==> config.mk <==
export PLATFORM = sky130hd
export DESIGN_NAME = vmsu_top
export DESIGN_NICKNAME = d
export VERILOG_FILES = /design/src/hdl/vmsu_pkg.sv /design/src/hdl/cla_adder.sv /design/src/hdl/vedic_mult_4x4.sv /design/src/hdl/operand_decode.sv /design/src/hdl/vedic_execute.sv /design/src/hdl/sign_restore.sv /design/src/hdl/vmsu_top.sv
export SDC_FILE = /design/constraint.sdc
export NUM_CORES = 1
export LEC_CHECK = 0
export BUFFER_PORTS_ARGS = -buffer_cell sky130_fd_sc_hd__clkbuf_2
export CORE_MARGIN = 2
export CORE_UTILIZATION = 30
export DETAILED_ROUTE_END_ITERATION = 12
export PLACE_DENSITY = 0.46
export REMOVE_ABC_BUFFERS = 1
export SLEW_MARGIN = 20
export SYNTH_ARGS = -nofsm -noshare
export SYNTH_HDL_FRONTEND = slang
export SYNTH_SLANG_ARGS = --single-unit
==> constraint.sdc <==
create_clock -name clk -period 6.2 [get_ports clk]
set_clock_uncertainty 0.1 [all_clocks]
set_input_delay 0.62 -clock clk [delete_from_list [all_inputs] [get_ports clk]]
set_output_delay 0.62 -clock clk [all_outputs]
set_load 0.02 [all_outputs]
==> src/hdl/vmsu_pkg.sv <==
// Shared widths and stage types for the pipelined signed/unsigned Vedic multiplier

package vmsu_pkg;

    // Operand and product widths
    localparam int OPERAND_W = 8;
    localparam int HALF_W    = OPERAND_W / 2;
    localparam int PRODUCT_W = 2 * OPERAND_W;

    // Sign view of an input byte
    typedef struct packed {
        logic                 sign;
        logic [OPERAND_W-2:0] low;
    } operand_fields_t;

    // One input byte, read as an unsigned value or as sign plus low bits
    typedef union packed {
        logic [OPERAND_W-1:0] raw;
        operand_fields_t      fields;
    } operand_t;

    // Decode to execute
    typedef struct packed {
        logic [OPERAND_W-1:0] mag_a;
        logic [OPERAND_W-1:0] mag_b;
        logic                 neg_a;
        logic                 neg_b;
    } decoded_t;

    // Execute to result with the product still unsigned
    typedef struct packed {
        logic [PRODUCT_W-1:0] product;
        logic                 neg_a;
        logic                 neg_b;
    } executed_t;

endpackage

==> src/hdl/cla_adder.sv <==
// Carry-lookahead adder of configurable width

`timescale 1ns/1ps

module cla_adder #(
    parameter int WIDTH = 4
) (
    input  logic [WIDTH-1:0] x,
    input  logic [WIDTH-1:0] y,
    input  logic             cin,
    output logic [WIDTH-1:0] sum,
    output logic             cout
);

    logic [WIDTH-1:0] prop;
    logic [WIDTH-1:0] gen;
    logic [WIDTH:0]   carry;

    assign prop = x ^ y;
    assign gen  = x & y;

    // Every carry is a flat sum of products over the lower bits and cin
    always_comb begin
        logic chain;
        carry[0] = cin;
        for (int i = 0; i < WIDTH; i++) begin
            carry[i+1] = gen[i];
            chain      = prop[i];
            for (int j = i - 1; j >= 0; j--) begin
                carry[i+1] = carry[i+1] | (chain & gen[j]);
                chain      = chain & prop[j];
            end
            carry[i+1] = carry[i+1] | (chain & cin);
        end
    end

    assign sum  = prop ^ carry[WIDTH-1:0];
    assign cout = carry[WIDTH];

endmodule

==> src/hdl/vedic_mult_4x4.sv <==
// Combinational 4x4 Vedic multiplier from four 2x2 crosswise products

`timescale 1ns/1ps

module vedic_mult_4x4 (
    input  logic [vmsu_pkg::HALF_W-1:0]   x,
    input  logic [vmsu_pkg::HALF_W-1:0]   y,
    output logic [2*vmsu_pkg::HALF_W-1:0] prod
);
    import vmsu_pkg::*;

    logic [HALF_W-1:0] pp_ll;
    logic [HALF_W-1:0] pp_lh;
    logic [HALF_W-1:0] pp_hl;
    logic [HALF_W-1:0] pp_hh;
    logic [HALF_W-1:0] cross_sum;
    logic [HALF_W-1:0] mid_sum;
    logic [HALF_W-1:0] hi_sum;
    logic              cross_carry;
    logic              mid_carry;
    logic              carry_or;

    // 2x2 block from AND terms and two half adders
    function automatic logic [3:0] mult_2x2(input logic [1:0] u, input logic [1:0] v);
        logic [3:0] r;
        logic       t01;
        logic       t10;
        logic       t11;
        logic       c_mid;
        r[0]  = u[0] & v[0];
        t01   = u[0] & v[1];
        t10   = u[1] & v[0];
        t11   = u[1] & v[1];
        r[1]  = t01 ^ t10;
        c_mid = t01 & t10;
        r[2]  = t11 ^ c_mid;
        r[3]  = t11 & c_mid;
        return r;
    endfunction

    assign pp_ll = mult_2x2(x[HALF_W/2-1:0],      y[HALF_W/2-1:0]);
    assign pp_lh = mult_2x2(x[HALF_W/2-1:0],      y[HALF_W-1:HALF_W/2]);
    assign pp_hl = mult_2x2(x[HALF_W-1:HALF_W/2], y[HALF_W/2-1:0]);
    assign pp_hh = mult_2x2(x[HALF_W-1:HALF_W/2], y[HALF_W-1:HALF_W/2]);

    // Crosswise terms
    cla_adder #(.WIDTH(HALF_W)) u_add_cross (
        .x    (pp_lh),
        .y    (pp_hl),
        .cin  (1'b0),
        .sum  (cross_sum),
        .cout (cross_carry)
    );

    // Fold in the upper half of the low product
    cla_adder #(.WIDTH(HALF_W)) u_add_mid (
        .x    (cross_sum),
        .y    ({{(HALF_W/2){1'b0}}, pp_ll[HALF_W-1:HALF_W/2]}),
        .cin  (1'b0),
        .sum  (mid_sum),
        .cout (mid_carry)
    );

    assign carry_or = cross_carry | mid_carry;

    // Product fits in 2*HALF_W bits, so the last carry is always zero
    cla_adder #(.WIDTH(HALF_W)) u_add_hi (
        .x    (pp_hh),
        .y    ({{(HALF_W/2-1){1'b0}}, carry_or, mid_sum[HALF_W-1:HALF_W/2]}),
        .cin  (1'b0),
        .sum  (hi_sum),
        .cout ()
    );

    assign prod = {hi_sum, mid_sum[HALF_W/2-1:0], pp_ll[HALF_W/2-1:0]};

endmodule

==> src/hdl/operand_decode.sv <==
// Decode stage that registers the operands, detects negative inputs and forms magnitudes

`timescale 1ns/1ps

module operand_decode (
    input  logic               clk,
    input  logic               rst,
    input  vmsu_pkg::operand_t a,
    input  vmsu_pkg::operand_t b,
    input  logic               control,
    output vmsu_pkg::decoded_t decoded
);
    import vmsu_pkg::*;

    operand_t             a_q;
    operand_t             b_q;
    logic                 control_q;
    logic                 neg_a;
    logic                 neg_b;
    logic [OPERAND_W-1:0] mag_a;
    logic [OPERAND_W-1:0] mag_b;

    // Input register
    always_ff @(posedge clk) begin
        if (rst) begin
            a_q       <= '0;
            b_q       <= '0;
            control_q <= 1'b0;
        end else begin
            a_q       <= a;
            b_q       <= b;
            control_q <= control;
        end
    end

    // Sign bit only counts in two's complement mode
    assign neg_a = control_q & a_q.fields.sign;
    assign neg_b = control_q & b_q.fields.sign;

    // Negative operands are replaced by their magnitude
    assign mag_a = neg_a ? ~a_q.raw + 1'b1 : a_q.raw;
    assign mag_b = neg_b ? ~b_q.raw + 1'b1 : b_q.raw;

    always_ff @(posedge clk) begin
        if (rst) begin
            decoded <= '0;
        end else begin
            decoded.mag_a <= mag_a;
            decoded.mag_b <= mag_b;
            decoded.neg_a <= neg_a;
            decoded.neg_b <= neg_b;
        end
    end

endmodule

==> src/hdl/vedic_execute.sv <==
// Execute stage that registers the 8x8 Vedic product of the magnitudes with the sign flags

`timescale 1ns/1ps

module vedic_execute (
    input  logic                clk,
    input  logic                rst,
    input  vmsu_pkg::decoded_t  decoded,
    output vmsu_pkg::executed_t executed
);
    import vmsu_pkg::*;

    logic [OPERAND_W-1:0] pp_ll;
    logic [OPERAND_W-1:0] pp_lh;
    logic [OPERAND_W-1:0] pp_hl;
    logic [OPERAND_W-1:0] pp_hh;
    logic [OPERAND_W-1:0] cross_sum;
    logic [OPERAND_W-1:0] mid_sum;
    logic [OPERAND_W-1:0] hi_sum;
    logic                 cross_carry;
    logic                 mid_carry;
    logic                 carry_or;
    logic [PRODUCT_W-1:0] product;

    vedic_mult_4x4 u_mult_ll (
        .x(decoded.mag_a[HALF_W-1:0]), .y(decoded.mag_b[HALF_W-1:0]), .prod(pp_ll)
    );
    vedic_mult_4x4 u_mult_lh (
        .x(decoded.mag_a[HALF_W-1:0]), .y(decoded.mag_b[OPERAND_W-1:HALF_W]), .prod(pp_lh)
    );
    vedic_mult_4x4 u_mult_hl (
        .x(decoded.mag_a[OPERAND_W-1:HALF_W]), .y(decoded.mag_b[HALF_W-1:0]), .prod(pp_hl)
    );
    vedic_mult_4x4 u_mult_hh (
        .x(decoded.mag_a[OPERAND_W-1:HALF_W]), .y(decoded.mag_b[OPERAND_W-1:HALF_W]),
        .prod(pp_hh)
    );

    // Same crosswise merge as inside the 4x4 block, one level up
    cla_adder #(.WIDTH(OPERAND_W)) u_add_cross (
        .x(pp_lh), .y(pp_hl), .cin(1'b0), .sum(cross_sum), .cout(cross_carry)
    );
    cla_adder #(.WIDTH(OPERAND_W)) u_add_mid (
        .x    (cross_sum),
        .y    ({{HALF_W{1'b0}}, pp_ll[OPERAND_W-1:HALF_W]}),
        .cin  (1'b0),
        .sum  (mid_sum),
        .cout (mid_carry)
    );

    assign carry_or = cross_carry | mid_carry;

    cla_adder #(.WIDTH(OPERAND_W)) u_add_hi (
        .x    (pp_hh),
        .y    ({{(HALF_W-1){1'b0}}, carry_or, mid_sum[OPERAND_W-1:HALF_W]}),
        .cin  (1'b0),
        .sum  (hi_sum),
        .cout ()
    );

    assign product = {hi_sum, mid_sum[HALF_W-1:0], pp_ll[HALF_W-1:0]};

    always_ff @(posedge clk) begin
        if (rst) begin
            executed <= '0;
        end else begin
            executed.product <= product;
            executed.neg_a   <= decoded.neg_a;
            executed.neg_b   <= decoded.neg_b;
        end
    end

endmodule

==> src/hdl/sign_restore.sv <==
// Result stage that negates the product for mixed-sign operands and registers the output

`timescale 1ns/1ps

module sign_restore (
    input  logic                            clk,
    input  logic                            rst,
    input  vmsu_pkg::executed_t             executed,
    output logic [vmsu_pkg::PRODUCT_W-1:0]  p
);
    import vmsu_pkg::*;

    logic                 negate;
    logic [PRODUCT_W-1:0] p_next;

    // Exactly one negative operand gives a negative result
    assign negate = executed.neg_a ^ executed.neg_b;

    assign p_next = negate ? ~executed.product + 1'b1 : executed.product;

    // Output register
    always_ff @(posedge clk) begin
        if (rst) begin
            p <= '0;
        end else begin
            p <= p_next;
        end
    end

endmodule

==> src/hdl/vmsu_top.sv <==
// Top level of the four-stage pipelined signed/unsigned Vedic multiplier

`timescale 1ns/1ps

module vmsu_top (
    input  logic                           clk,
    input  logic                           rst,
    input  vmsu_pkg::operand_t             a,
    input  vmsu_pkg::operand_t             b,
    input  logic                           control,
    output logic [vmsu_pkg::PRODUCT_W-1:0] p
);
    import vmsu_pkg::*;

    decoded_t  decoded;
    executed_t executed;

    // Input and magnitude registers
    operand_decode u_decode (
        .clk     (clk),
        .rst     (rst),
        .a       (a),
        .b       (b),
        .control (control),
        .decoded (decoded)
    );

    // Multiplier tree register
    vedic_execute u_execute (
        .clk      (clk),
        .rst      (rst),
        .decoded  (decoded),
        .executed (executed)
    );

    // Output register
    sign_restore u_restore (
        .clk      (clk),
        .rst      (rst),
        .executed (executed),
        .p        (p)
    );

endmodule

==> results.txt <==
- Post-synthesis to final-layout area growth: 16.96%
- The share of total power dissipated in the clock network is between 40% and 50%.
- In the synthesized netlist the async set-or-reset flop fraction comes to 0%.
- Via/cell ratio: 4.575
* Total Wirelength: 10070 um
- The number of max-slew violations in the final report was 0.
* Yosys top cell area share: 27.14%
- TritonCTS built the clock tree.
- Seq pwr share: 44.4%
- The worst-case IR drop observed on VDD is between 0.1 and 0.15 mV.
* Layout Nets: 719
* Clock latency reported for the late side of the worst-skew pair: approximately 330 ps
- The worst hold path begins at u_execute.executed[3].
- Data arrives at the worst endpoint at 6020 ps.
* Critical path launch point: u_decode.decoded[4]
* DIE HEIGHT: 134.3 um
* Power density over the cells: around 180 nW/um^2
* Routed WL per cell: 12.25 um
* Post-route core utilization: between 30% and 40%
- Number of primary I/O pins: 35
- Syn Inst Count: 548
- Worst-Margin Slew: ~950 ps
* Diode insertion count for antenna repair: 0
- Detailed Routing Iterations Pass 1: 4
- The analysis attributes to cell leakage a power of 3.008 nW.
- The final-report hold violation count is 0.
- Total clock buffers created by CTS: 9
- Net Switching: 0.2485 mW
* Worst slew margin relative to its limit: 36.01%
- Layout cell share with drive strength beyond 1: 14.29%
* Effective utilization at floorplan: 30.69%
- The via count of the first global-routing pass came to 3728.
* Placed instance area: 5577 um^2
- By startpoint and endpoint, the worst setup path is classified as flip-flop to flip-flop.
- Setup violations remaining at the end of the flow were counted as 0.
* HPWL after DPL: 8176 um
* Post-synthesis cell area: 5090 um^2
- Internal cell power: 0.8258 mW
* Final std cell area, no fill: 5953 um^2
- Dominant synthesized flop cell: dfxtp_1
* Portion of the post-synthesis area used by sequential elements: 27.14%
- Most area-consuming cells after synthesis: dfxtp_1 27%, ha_1 22%, and2_1 7.7%
- The worst setup path is captured at a flip-flop.
* Synthesis-stage register bit count: 69
- In this run the worst hold path is classified as flip-flop to flip-flop.
- Critical path fanouts, max: 8
- Buffers inserted to repair hold after CTS numbered 0.
* Number of violations of the max-capacitance limit: 0
* Data required time at the worst endpoint: 6310 ps
* Count of flip-flops with a built-in enable after synthesis: 0
* FF-to-FF Start: u_decode.decoded[4]
- Startpoint class of the critical path: flip-flop
- Register-to-register setup slack: between 200 and 300 ps
- Clock-pin slew was measured on the worst setup and hold paths at 50 ps.
- Layout Cells excl Fill: 822
* Per-instance average area after synthesis: 9.288 um^2
- Final critical path time including I/O delays and setup: 5909 ps
- GR Util All Layers: 11.77%
- The run finished with clean final reports.
- The H-tree was split into 3 levels.
- Leading cell types in the layout, fill and taps excluded: 87 x ha_1, 67 x dfxtp_1, 63 x and2_1, 47 x nor2_1, 40 x xnor2_1
- Wire length of the first global-routing pass: between 15000 and 20000 um
- Row generation in the floorplan step produced 47 rows.
- Final weighted congestion in routability-driven placement: between 0.7 and 0.8
- Ratio of final minimum period to clock period: 95.30%
- Entering global routing, the biggest net connects around 70 pins.
* Part of the power in combinational logic: 9.2%
- After floorplanning, the core was sized to cover 16580 um^2.
- For this run, the top clock speed supported by timing is between 150 and 200 MHz.
- In this run the clock root is driven by a clkbuf_16.
* Initial antenna violation count: 0
- Leading cell type in the layout, fill and taps excluded: ha_1
- DRC viols: 0
- In this run the deepest clock path goes through 2 buffers.
- Total gr overflow: 0
- Post-Place Cells: ~800
- Cell accounting for the most synthesized area: dfxtp_1
- Synth cell types: 51
- In this run the tool buffered the top-level ports with 34 buffer cells.
- Detailed routing inserted a total of about 3800 vias.
- The die covers around 18000 um^2.
- Clock sink total: 69
- Switching share of power: 23.13%
* Number of warnings printed during yosys synthesis: 0
* Floorplan die width: approximately 130 um
- Once detail routing completed, the nets flagged for antenna violations numbered 0.
* Number of violations reported at the end of detailed-routing iteration 0: 72
-- cell usage after synthesis, drive strengths merged, types with 5 or more instances --
cell type / count
or3: 8
and2: 64
dfxtp: 69
a211oi: 6
a21o: 15
clkbuf: 8
xnor2: 41
inv: 27
nand2: 10
a31oi: 5
o21ai: 10
nor2: 47
fa: 15
or2: 5
ha: 88
xor2: 11
nor2b: 28
a21oi: 37
nor3: 8
-- layer usage --
metal  vias up  wire [um]  track usage [%]
met5         -          0                0
met4         0         74            3.392
met3         7        308            2.532
met2        45       4760            20.58
met1      1725       4930            14.54
li1       1984          -                -
-- flip-flops by register name, indices dropped and copies added, names as in the netlist --
| name | cells |
|---|---|
| u_restore.p | 16 |
| u_decode.b_q | 8 |
| u_decode.control_q | 1 |
| u_decode.a_q | 8 |
| u_decode.decoded | 18 |
| u_execute.executed | 18 |
-- path summary, 6_finish.rpt --
check                           end  depth (start not counted)
min                  u_restore.p[1]                          2
max reg2reg  u_execute.executed[15]                         25
max          u_execute.executed[15]                         25
min reg2reg          u_restore.p[1]                          2
-- cell type report --
class                   count  area, um^2
fillers                  1717       10630
multi-input cells         442        3623
clock buffers              12       246.5
repair buffers             48       275.3
well taps                 220       275.3
clock inverters             4       47.55
flip-flops and latches     69        1384
inverters                  27       101.3
-- kinds of logic after synthesis --
kind of cell	synth area share (%)
AND/OR/NAND/NOR	21.17
adder cells (fa/ha/maj)	28.32
buffers and inverters	2.803
flip-flops	27.14
multiplexers	0.4179
XOR/XNOR	8.948
AO/OA/AOI/OAI	11.21
-- critical path, stage by stage, from the launching register on --
cell,delay (ps)
dfxtp_2,340
and2_1,140
ha_1,290
inv_1,70
fa_1,550
inv_1,40
ha_1,280
a21oi_1,140
nor2_1,80
maj3_1,350
or2_2,310
ha_4,290
a21oi_2,50
xnor2_1,120
ha_1,300
o21a_1,200
a21oi_4,90
or2_2,310
a221oi_2,280
xnor2_1,180
ha_1,260
a21o_1,150
a21o_1,210
a21o_1,190
a21oi_2,130
mux2_2,330
-- through the flow --
step	TNS [ps]	power, mW	setup WS [ps]	hold WS [ps]
final	0	1.074	291.4	367.3
after floorplan	0	0.5455	212.8	313.8
after CTS	0	1.093	84.51	364.3
after global placement	0	0.5855	106.2	356.0
after global routing	-11.65	1.125	-11.65	381.2
after detailed placement	0	0.5868	2.625	353.9
-- repair_timing --
item                                    CTS  global route
cloned                                    0             0
endpoints found under the setup margin    1             4
endpoints found under the hold margin     0             0
setup buffers                             0             3
gates resized for setup                   1            11
pin swaps                                 0             6
-- power by group through the flow --
stage / clock network (mW) / logic [mW] / registers, mW
6_report: 0.498 / 0.0994 / 0.477
5_1_grt: 0.531 / 0.114 / 0.480
4_1_cts: 0.514 / 0.101 / 0.478
3_5_place_dp: 0 / 0.0996 / 0.487
3_3_place_gp: 0 / 0.0990 / 0.487
2_1_floorplan: 0 / 0.0613 / 0.484
Power figures use the tool's default switching activity.
